===== config.mk =====
export PLATFORM = sky130hd
export DESIGN_NAME = commit_unit
export DESIGN_NICKNAME = d
export VERILOG_FILES = /design/src/commit_pkg.sv /design/src/commit_bus.sv /design/src/arch_rat.sv /design/src/commit_unit.sv /design/src/flush_ctrl.sv /design/src/free_list.sv
export SDC_FILE = /design/constraint.sdc
export NUM_CORES = 1
export LEC_CHECK = 0
export ABC_CLOCK_PERIOD_IN_PS = 5100
export BUFFER_PORTS_ARGS = -buffer_cell sky130_fd_sc_hd__clkbuf_2
export CORE_AREA = 2 2 285 428
export DETAILED_ROUTE_END_ITERATION = 16
export DIE_AREA = 0 0 287 430
export PLACE_DENSITY = 0.36
export SLEW_MARGIN = 0
export SYNTH_ARGS = -nofsm -noshare
export SYNTH_HDL_FRONTEND = slang
export SYNTH_SLANG_ARGS = --single-unit

===== constraint.sdc =====
create_clock -name clk -period 5.1 [get_ports clk]
set_input_delay 0 -clock clk [delete_from_list [all_inputs] [get_ports clk]]
set_output_delay 0 -clock clk [all_outputs]
set_load 0.05 [all_outputs]

===== src/commit_pkg.sv =====
`default_nettype none

package commit_pkg;

  // ==================================================
  // architectural state
  // ==================================================
  localparam int ARCH_REG_NUM = 32;

  typedef logic [4:0] arch_reg_t;

  // fetch restart after reset
  localparam logic [31:0] RESET_PC = 32'h1c00_0000;

  // fixed-size instructions
  localparam logic [31:0] INSN_BYTES = 32'd4;

  // ==================================================
  // exception codes
  // ==================================================
  typedef logic [5:0] ecode_t;

  localparam ecode_t ECODE_INT  = 6'h00;
  localparam ecode_t ECODE_PIL  = 6'h01;
  localparam ecode_t ECODE_PIS  = 6'h02;
  localparam ecode_t ECODE_PIF  = 6'h03;
  localparam ecode_t ECODE_PME  = 6'h04;
  localparam ecode_t ECODE_PPI  = 6'h07;
  localparam ecode_t ECODE_ADE  = 6'h08;
  localparam ecode_t ECODE_ALE  = 6'h09;
  localparam ecode_t ECODE_SYS  = 6'h0b;
  localparam ecode_t ECODE_BRK  = 6'h0c;
  localparam ecode_t ECODE_INE  = 6'h0d;
  // refill has its own entry point
  localparam ecode_t ECODE_TLBR = 6'h3f;

  // ==================================================
  // flush causes, listed in no particular priority
  // ==================================================
  typedef enum logic [2:0] {
    FLUSH_NONE    = 3'd0,
    FLUSH_TLBR    = 3'd1,
    FLUSH_EXCP    = 3'd2,
    FLUSH_BRANCH  = 3'd3,
    FLUSH_ERTN    = 3'd4,
    FLUSH_REFETCH = 3'd5,
    FLUSH_IDLE    = 3'd6
  } flush_cause_e;

endpackage

`default_nettype wire


===== src/commit_bus.sv =====
`timescale 1ns/10ps
`default_nettype none

interface commit_bus #(
  parameter int COMMIT_WIDTH = 2,
  parameter int PHY_REG_NUM  = 64
);

  localparam int PHY_W = $clog2(PHY_REG_NUM);

  // per slot, slot 0 is the oldest
  logic [COMMIT_WIDTH-1:0]                         valid;
  commit_pkg::arch_reg_t [COMMIT_WIDTH-1:0]       arch_reg;
  logic [COMMIT_WIDTH-1:0][PHY_W-1:0]              phy_reg;
  logic [COMMIT_WIDTH-1:0][PHY_W-1:0]              old_phy_reg;

  // slot 0 only
  logic [31:0]        pc;
  logic [31:0]        br_target;
  logic               excp_valid;
  commit_pkg::ecode_t ecode;
  logic               br_redirect;
  logic               ertn;
  logic               refetch;
  logic               idle;

  modport src (
    output valid, arch_reg, phy_reg, old_phy_reg,
    output pc, br_target, excp_valid, ecode, br_redirect, ertn, refetch, idle
  );

  modport dst (
    input valid, arch_reg, phy_reg, old_phy_reg,
    input pc, br_target, excp_valid, ecode, br_redirect, ertn, refetch, idle
  );

endinterface

`default_nettype wire


===== src/arch_rat.sv =====
`timescale 1ns/10ps
`default_nettype none

module arch_rat #(
  parameter int COMMIT_WIDTH = 2,
  parameter int PHY_REG_NUM  = 64
) (
  input  wire logic                            clk,
  input  wire logic                            rst_n,
  commit_bus.dst                               cmt,
  input  wire commit_pkg::arch_reg_t           rat_raddr_i,
  output logic [$clog2(PHY_REG_NUM)-1:0]       rat_rdata_o
);

  localparam int PHY_W = $clog2(PHY_REG_NUM);

  logic [PHY_W-1:0]        rat_q [commit_pkg::ARCH_REG_NUM];
  logic [COMMIT_WIDTH-1:0] wr_en;

  // r0 is hardwired, never remapped
  always_comb begin
    for (int i = 0; i < COMMIT_WIDTH; i++) begin
      wr_en[i] = cmt.valid[i] && (cmt.arch_reg[i] != '0);
    end
  end

  // ==================================================
  // table update
  // ==================================================
  // slots written in order so the younger slot lands last
  always_ff @(posedge clk or negedge rst_n) begin
    if (!rst_n) begin
      for (int r = 0; r < commit_pkg::ARCH_REG_NUM; r++) begin
        rat_q[r] <= PHY_W'(r);
      end
    end else begin
      for (int i = 0; i < COMMIT_WIDTH; i++) begin
        if (wr_en[i]) begin
          rat_q[cmt.arch_reg[i]] <= cmt.phy_reg[i];
        end
      end
    end
  end

  // ==================================================
  // read port
  // ==================================================
  // sees the table as it stood before this edge's writes
  always_ff @(posedge clk or negedge rst_n) begin
    if (!rst_n) begin
      rat_rdata_o <= '0;
    end else begin
      rat_rdata_o <= rat_q[rat_raddr_i];
    end
  end

  // rename must hand out only real physical registers
  for (genvar i = 0; i < COMMIT_WIDTH; i++) begin : g_preg_range
    a_preg_in_range : assert property (
      @(posedge clk) disable iff (!rst_n)
      wr_en[i] |-> (int'(cmt.phy_reg[i]) < PHY_REG_NUM)
    );
  end

endmodule

`default_nettype wire


===== src/commit_unit.sv =====
`timescale 1ns/10ps
`default_nettype none

module commit_unit #(
  parameter int COMMIT_WIDTH = 2,
  parameter int PHY_REG_NUM  = 64
) (
  input  wire logic                                                 clk,
  input  wire logic                                                 rst_n,
  // commit beat
  input  wire logic [COMMIT_WIDTH-1:0]                              cmt_valid_i,
  input  wire commit_pkg::arch_reg_t [COMMIT_WIDTH-1:0]             cmt_arch_reg_i,
  input  wire logic [COMMIT_WIDTH-1:0][$clog2(PHY_REG_NUM)-1:0]     cmt_phy_reg_i,
  input  wire logic [COMMIT_WIDTH-1:0][$clog2(PHY_REG_NUM)-1:0]     cmt_old_phy_reg_i,
  input  wire logic [31:0]                                          cmt_pc_i,
  input  wire logic [31:0]                                          cmt_br_target_i,
  input  wire logic                                                 cmt_excp_valid_i,
  input  wire commit_pkg::ecode_t                                   cmt_ecode_i,
  input  wire logic                                                 cmt_br_redirect_i,
  input  wire logic                                                 cmt_ertn_i,
  input  wire logic                                                 cmt_refetch_i,
  input  wire logic                                                 cmt_idle_i,
  // csr side
  input  wire logic                                                 has_int_i,
  input  wire logic [31:0]                                          eentry_i,
  input  wire logic [31:0]                                          tlbrentry_i,
  input  wire logic [31:0]                                          era_i,
  // rename side
  input  wire commit_pkg::arch_reg_t                                rat_raddr_i,
  input  wire logic                                                 alloc_req_i,
  // fetch redirect
  output logic                                                      redirect_valid_o,
  output logic [31:0]                                               redirect_pc_o,
  output commit_pkg::flush_cause_e                                  flush_cause_o,
  output logic                                                      excp_o,
  output logic [31:0]                                               era_o,
  output logic                                                      fetch_hold_o,
  output logic [$clog2(PHY_REG_NUM)-1:0]                            rat_rdata_o,
  output logic                                                      alloc_valid_o,
  output logic [$clog2(PHY_REG_NUM)-1:0]                            alloc_preg_o,
  output logic [$clog2(PHY_REG_NUM-commit_pkg::ARCH_REG_NUM+1)-1:0] free_count_o
);

  commit_bus #(.COMMIT_WIDTH(COMMIT_WIDTH), .PHY_REG_NUM(PHY_REG_NUM)) cmt_bus ();

  // ==================================================
  // drive the bus, src side
  // ==================================================
  assign cmt_bus.valid       = cmt_valid_i;
  assign cmt_bus.arch_reg    = cmt_arch_reg_i;
  assign cmt_bus.phy_reg     = cmt_phy_reg_i;
  assign cmt_bus.old_phy_reg = cmt_old_phy_reg_i;
  assign cmt_bus.pc          = cmt_pc_i;
  assign cmt_bus.br_target   = cmt_br_target_i;
  assign cmt_bus.excp_valid  = cmt_excp_valid_i;
  assign cmt_bus.ecode       = cmt_ecode_i;
  assign cmt_bus.br_redirect = cmt_br_redirect_i;
  assign cmt_bus.ertn        = cmt_ertn_i;
  assign cmt_bus.refetch     = cmt_refetch_i;
  assign cmt_bus.idle        = cmt_idle_i;

  flush_ctrl #(.COMMIT_WIDTH(COMMIT_WIDTH)) u_flush_ctrl (
    .clk              (clk),
    .rst_n            (rst_n),
    .cmt              (cmt_bus.dst),
    .has_int_i        (has_int_i),
    .eentry_i         (eentry_i),
    .tlbrentry_i      (tlbrentry_i),
    .era_i            (era_i),
    .redirect_valid_o (redirect_valid_o),
    .redirect_pc_o    (redirect_pc_o),
    .flush_cause_o    (flush_cause_o),
    .excp_o           (excp_o),
    .era_o            (era_o),
    .fetch_hold_o     (fetch_hold_o)
  );

  arch_rat #(.COMMIT_WIDTH(COMMIT_WIDTH), .PHY_REG_NUM(PHY_REG_NUM)) u_arch_rat (
    .clk         (clk),
    .rst_n       (rst_n),
    .cmt         (cmt_bus.dst),
    .rat_raddr_i (rat_raddr_i),
    .rat_rdata_o (rat_rdata_o)
  );

  free_list #(.COMMIT_WIDTH(COMMIT_WIDTH), .PHY_REG_NUM(PHY_REG_NUM)) u_free_list (
    .clk           (clk),
    .rst_n         (rst_n),
    .cmt           (cmt_bus.dst),
    .alloc_req_i   (alloc_req_i),
    .alloc_valid_o (alloc_valid_o),
    .alloc_preg_o  (alloc_preg_o),
    .free_count_o  (free_count_o)
  );

endmodule

`default_nettype wire


===== src/flush_ctrl.sv =====
`timescale 1ns/10ps
`default_nettype none

module flush_ctrl #(
  parameter int COMMIT_WIDTH = 2
) (
  input  wire logic                     clk,
  input  wire logic                     rst_n,
  commit_bus.dst                        cmt,
  input  wire logic                     has_int_i,
  input  wire logic [31:0]              eentry_i,
  input  wire logic [31:0]              tlbrentry_i,
  input  wire logic [31:0]              era_i,
  output logic                          redirect_valid_o,
  output logic [31:0]                   redirect_pc_o,
  output commit_pkg::flush_cause_e      flush_cause_o,
  output logic                          excp_o,
  output logic [31:0]                   era_o,
  output logic                          fetch_hold_o
);

  commit_pkg::flush_cause_e cause_n;
  logic [31:0]              target_n;
  logic [31:0]              pc_next;
  logic [31:0]              era_n;
  logic                     excp_n;
  logic                     idle_cmt;

  // slot 0 is the only place a flush can come from
  if (COMMIT_WIDTH < 1) begin : g_width_check
    $error("flush_ctrl needs at least one commit slot");
  end

  assign pc_next = cmt.pc + commit_pkg::INSN_BYTES;

  // ==================================================
  // cause and restart target
  // ==================================================
  always_comb begin
    cause_n  = commit_pkg::FLUSH_NONE;
    target_n = commit_pkg::RESET_PC;
    if (cmt.valid[0]) begin
      if (cmt.excp_valid && cmt.ecode == commit_pkg::ECODE_TLBR) begin
        cause_n  = commit_pkg::FLUSH_TLBR;
        target_n = tlbrentry_i;
      end else if (cmt.excp_valid) begin
        cause_n  = commit_pkg::FLUSH_EXCP;
        target_n = eentry_i;
      end else if (cmt.br_redirect) begin
        cause_n  = commit_pkg::FLUSH_BRANCH;
        target_n = cmt.br_target;
      end else if (cmt.ertn) begin
        cause_n  = commit_pkg::FLUSH_ERTN;
        target_n = era_i;
      end else if (cmt.refetch) begin
        cause_n  = commit_pkg::FLUSH_REFETCH;
        target_n = pc_next;
      end else if (cmt.idle) begin
        cause_n  = commit_pkg::FLUSH_IDLE;
        target_n = pc_next;
      end
    end
  end

  assign excp_n = (cause_n == commit_pkg::FLUSH_TLBR) || (cause_n == commit_pkg::FLUSH_EXCP);

  // syscall and break resume past the trapping instruction
  assign era_n = (cmt.ecode == commit_pkg::ECODE_SYS || cmt.ecode == commit_pkg::ECODE_BRK) ?
                 pc_next : cmt.pc;

  // an idle that traps does not halt fetch
  assign idle_cmt = cmt.valid[0] & cmt.idle & ~cmt.excp_valid;

  always_ff @(posedge clk or negedge rst_n) begin
    if (!rst_n) begin
      redirect_valid_o <= 1'b0;
      redirect_pc_o    <= commit_pkg::RESET_PC;
      flush_cause_o    <= commit_pkg::FLUSH_NONE;
      excp_o           <= 1'b0;
    end else begin
      redirect_valid_o <= (cause_n != commit_pkg::FLUSH_NONE);
      redirect_pc_o    <= target_n;
      flush_cause_o    <= cause_n;
      excp_o           <= excp_n;
    end
  end

  always_ff @(posedge clk) begin
    era_o <= era_n;
  end

  // ==================================================
  // idle lock, released by a pending interrupt
  // ==================================================
  always_ff @(posedge clk or negedge rst_n) begin
    if (!rst_n) begin
      fetch_hold_o <= 1'b0;
    end else if (idle_cmt && !has_int_i) begin
      fetch_hold_o <= 1'b1;
    end else if (has_int_i) begin
      fetch_hold_o <= 1'b0;
    end
  end

  // redirect and lock only ever start from a retiring oldest slot
  a_flush_from_slot0 : assert property (
    @(posedge clk) disable iff (!rst_n)
    ($rose(redirect_valid_o) || $rose(fetch_hold_o)) |-> $past(cmt.valid[0])
  );

endmodule

`default_nettype wire


===== src/free_list.sv =====
`timescale 1ns/10ps
`default_nettype none

module free_list #(
  parameter int COMMIT_WIDTH = 2,
  parameter int PHY_REG_NUM  = 64
) (
  input  wire logic                                                          clk,
  input  wire logic                                                          rst_n,
  commit_bus.dst                                                             cmt,
  input  wire logic                                                          alloc_req_i,
  output logic                                                               alloc_valid_o,
  output logic [$clog2(PHY_REG_NUM)-1:0]                                     alloc_preg_o,
  output logic [$clog2(PHY_REG_NUM-commit_pkg::ARCH_REG_NUM+1)-1:0]          free_count_o
);

  localparam int PHY_W = $clog2(PHY_REG_NUM);
  localparam int DEPTH = PHY_REG_NUM - commit_pkg::ARCH_REG_NUM;
  localparam int PTR_W = $clog2(DEPTH);
  localparam int CNT_W = $clog2(DEPTH + 1);

  logic [PHY_W-1:0]        fifo_q [DEPTH];
  logic [PTR_W-1:0]        head_q;
  logic [PTR_W-1:0]        tail_q;
  logic [CNT_W-1:0]        count_q;

  logic                    pop;
  logic [COMMIT_WIDTH-1:0] push_en;
  logic [PTR_W-1:0]        push_ptr [COMMIT_WIDTH];
  logic [PTR_W-1:0]        tail_n;
  logic [CNT_W-1:0]        push_cnt;

  // wrap for depths that are not a power of two
  function automatic logic [PTR_W-1:0] ptr_inc(input logic [PTR_W-1:0] p);
    return (p == PTR_W'(DEPTH - 1)) ? '0 : p + 1'b1;
  endfunction

  // ==================================================
  // rename side
  // ==================================================
  assign alloc_valid_o = (count_q != '0);
  assign alloc_preg_o  = fifo_q[head_q];
  assign pop           = alloc_req_i & alloc_valid_o;
  assign free_count_o  = count_q;

  // ==================================================
  // commit side, slot order
  // ==================================================
  always_comb begin
    tail_n   = tail_q;
    push_cnt = '0;
    for (int i = 0; i < COMMIT_WIDTH; i++) begin
      push_en[i]  = cmt.valid[i] && (cmt.arch_reg[i] != '0);
      push_ptr[i] = tail_n;
      if (push_en[i]) begin
        tail_n   = ptr_inc(tail_n);
        push_cnt = push_cnt + 1'b1;
      end
    end
  end

  // starts full with the registers above the identity map
  always_ff @(posedge clk or negedge rst_n) begin
    if (!rst_n) begin
      for (int e = 0; e < DEPTH; e++) begin
        fifo_q[e] <= PHY_W'(commit_pkg::ARCH_REG_NUM + e);
      end
      head_q  <= '0;
      tail_q  <= '0;
      count_q <= CNT_W'(DEPTH);
    end else begin
      for (int i = 0; i < COMMIT_WIDTH; i++) begin
        if (push_en[i]) begin
          fifo_q[push_ptr[i]] <= cmt.old_phy_reg[i];
        end
      end
      if (pop) begin
        head_q <= ptr_inc(head_q);
      end
      tail_q  <= tail_n;
      count_q <= count_q - CNT_W'(pop) + push_cnt;
    end
  end

  // commit can never return more registers than rename took
  a_no_overflow : assert property (
    @(posedge clk) disable iff (!rst_n)
    int'(count_q) <= DEPTH
  );

endmodule

`default_nettype wire


==> results_dict.tcl <==
set metrics [dict create \
    crit_chain "ha_1, and3_1, ha_1, nor2b_1, mux2i_1, ha_1, nand2_1, nor3_1, mux2_2" \
    worst_ir_drop_on_vdd_mv 0.3250 \
    finClkSkew_ps 24.98 \
    post-route-period-util 0.7340 \
    crit_path_max_incr_delay_ps 930 \
    clock_tree.root_cell "clkbuf_16" \
    drv_cap 0 \
    power_per_cell_area_nw_per_um2 496.9 \
    final_total_pwr_mw 16.92 \
    ctsHtreeMaxLevel 2 \
    io_pins 305 \
    wp_data_arrival_ps 4250 \
    layout.cells.non_filler 4381 \
    grt.overflow.total 0 \
    clockBufferDepth 3 \
    synthArstFlopShare 0.9328 \
    wl_per_cell_um 23.58 \
    maximum_number_of_pins_on_one_net_before_global_route_repair 142 \
    hpwlAfterDp_um 72180 \
    dieWidth_um 287 \
    crit_slowest_cell "nor3_1" \
    number_of_sinks_driven_by_the_clock_tree 476 \
    finalHoldViolations 0 \
    path_delay_family "simple AND/OR/NAND/NOR gates" \
    area_of_the_die_sq_um 123400 \
    drc_violation_count_after_routing 0 \
    worst-endpoint-required_ps 5610 \
    critPathLaunchType "flop" \
    worstReg2RegStart "u_free_list.tail_q[0]$_DFF_PN0_" \
    grt_first_pass_wirelength_um 152000 \
    worstSetupPathType "flop to flop" \
    vias 20730 \
    placeableCoreArea_sq_um 119800 \
    synthesis.instances 2410 \
    layout.cells.most_common_list "mux2_2, clkbuf_2, dfrtp_1, dfstp_2" \
    cts_buffers 60 \
    detailedRoute.firstPassIterationCount 5 \
    cts-resized-gates 0 \
    cts.hold.buffers_added 163 \
    dp.cells 4103 \
    synth_area_sq_um 27410 \
    timing.fmax_ghz 0.2671 \
    nFillCells 12490 \
    yosysWarnings 0 \
    slew_viol_final 0 \
    cts_tree "built" \
    synth_area_per_cell_sq_um 11.38 \
    synth_edf_count 0 \
    antenna_found_initial 3 \
    synth_cell_type_count 62 \
    grt_pass1_vias 22000 \
    drt-total-wl_um 103300 \
    hold_class "primary input to async pin" \
    post_cts_repair_setup_buffers 0 \
    initial_util 0.2287 \
    grt.total_usage 0.1653 \
    element_type_at_the_critical_path_end "flop" \
    relSlewSlack 0.1942 \
    mappedNetlistNets 2650 \
    clkTransAtPathRegs_ps 60 \
    worst_path_most_repeated_cell "ha_1" \
    outcome "finished clean" \
    total_leakage_power_nw 14.06 \
    std_cell_rows 156 \
    synth_seq_area_share 0.4376 \
    min_period_ps 3743 \
    design.final.nets 2988 \
    share_of_cells_above_drive_strength_1 0.4175 \
    globalplace.congestion 0.8464 \
    rsz_0062_raised_after_global_routing "false" \
    holdWs_ps 19.82 \
    ys_dominant_reg_cell "dfrtp_1" \
    port_buffers 304 \
    setup_viol 0 \
    antenna_left 0 \
    clock_latency_reported_for_the_late_side_of_the_worst_skew_pair_ps 650 \
    floorplan.die.height_um 430 \
    drt_first_iter_violations 1136 \
    setup_tns_ps 0 \
    tightestPinTransition_ps 1199 \
    vias_per_cell 4.732 \
    synthToLayoutAreaGrowth_pct 24.23 \
    synth-seq-cells 476 \
    worst_setup_path_startpoint "u_free_list.tail_q[0]$_DFF_PN0_" \
    critical_path.n_buffers_inverters 0 \
    cp_max_fo 10 \
    leading_cell_type_in_the_layout_fill_and_taps_excluded "mux2_2" \
]
==> kinds of logic after synthesis <==
group	Yosys count	share of synthesized area
buf+inv	235	0.03295
flops	476	0.4376
fa+ha+maj	24	0.01123
simple gates	574	0.09393
xor+xnor	63	0.02013
mux	705	0.3303
compound gates	333	0.07385
==> registers in the layout (all words and copies together) (netlist names) <==
signal	count
u_arch_rat.rat_q	192
u_free_list.free_count_o	6
u_arch_rat.rat_rdata_o	6
u_free_list.head_q	5
u_flush_ctrl.era_o	32
u_flush_ctrl.redirect_valid_o	1
u_flush_ctrl.flush_cause_o	3
u_free_list.fifo_q	192
u_flush_ctrl.fetch_hold_o	1
u_free_list.tail_q	5
u_flush_ctrl.excp_o	1
u_flush_ctrl.redirect_pc_o	32
==> cell usage after synthesis, types with 8 or more instances <==
master / n / share of area
nand2_1: 190 / 0.026
and3_1: 24 / 0.0055
clkbuf_1: 170 / 0.023
nand4_1: 10 / 0.0023
o32ai_1: 14 / 0.0045
nor3_1: 44 / 0.0080
mux2_2: 397 / 0.16
ha_1: 23 / 0.010
dfstp_2: 196 / 0.19
a221oi_1: 32 / 0.010
and4_1: 8 / 0.0026
mux4_2: 120 / 0.099
nand3_1: 61 / 0.011
nand2_2: 8 / 0.0018
xnor2_1: 38 / 0.012
dfrtp_1: 248 / 0.23
buf_1: 25 / 0.0034
dfxtp_1: 32 / 0.023
xor2_1: 25 / 0.0080
o21ai_0: 96 / 0.018
o22ai_1: 34 / 0.0078
a21oi_1: 126 / 0.023
inv_1: 24 / 0.0033
buf_2: 14 / 0.0026
mux2i_1: 188 / 0.069
nor2_1: 190 / 0.026
==> path summary, 6_finish.rpt <==
kind	cells past startpoint	endpoint	slack, ps
setup / recovery	9	u_free_list.fifo_q[157]$_DFF_PN0_	1360
hold / removal	2	u_flush_ctrl.redirect_pc_o[30]$_DFF_PN0_	20
setup reg to reg	9	u_free_list.fifo_q[157]$_DFF_PN0_	1360
hold reg to reg	0	u_arch_rat.rat_q[191]$_DFF_PN0_	370
max in group asynchronous	3	u_free_list.fifo_q[19]$_DFF_PN0_	3470
min in group clk	5	u_arch_rat.rat_q[158]$_DFF_PN1_	60
==> area by class of cell <==
cell class | instances | area, sq um | share of cell area
Clock inverter | 25 | 324.1 | 0.009515
Tap cell | 1580 | 1977 | 0.05805
Sequential cell | 476 | 12000 | 0.3524
Timing Repair Buffer | 486 | 3333 | 0.09787
Clock buffer | 89 | 1803 | 0.05294
Inverter | 25 | 93.84 | 0.002755
Multi-Input combinational cell | 1699 | 14520 | 0.4264
Antenna cell | 1 | 2.502 | 0.00007348
==> power breakdown <==
part           total [mW]  switching (mW)  internal [mW]
clock network        4.60            1.81           2.79
registers            6.33           0.873           5.46
logic                5.99            2.98           3.01
==> per-layer routing <==
layer,vias up,global-route usage,wire length [um],share of wire
li1,9483,-,-,-
met1,10580,0.1884,40040,0.39
met2,522,0.3159,56490,0.55
met3,151,0.01919,3451,0.033
met4,0,0.05149,3305,0.032
met5,-,0,0,0
==> through the flow <==
stage,util,worst slack (ps),cell area (sq um)
6_report,0.2842,1357,34060
5_1_grt,0.2842,1120,34060
4_1_cts,0.2842,1245,34050
3_3_place_gp,0.2528,1524,30300
2_1_floorplan,-,1785,27410
3_5_place_dp,0.2528,1393,30300
Note: power is estimated with default switching activity, not from simulation.
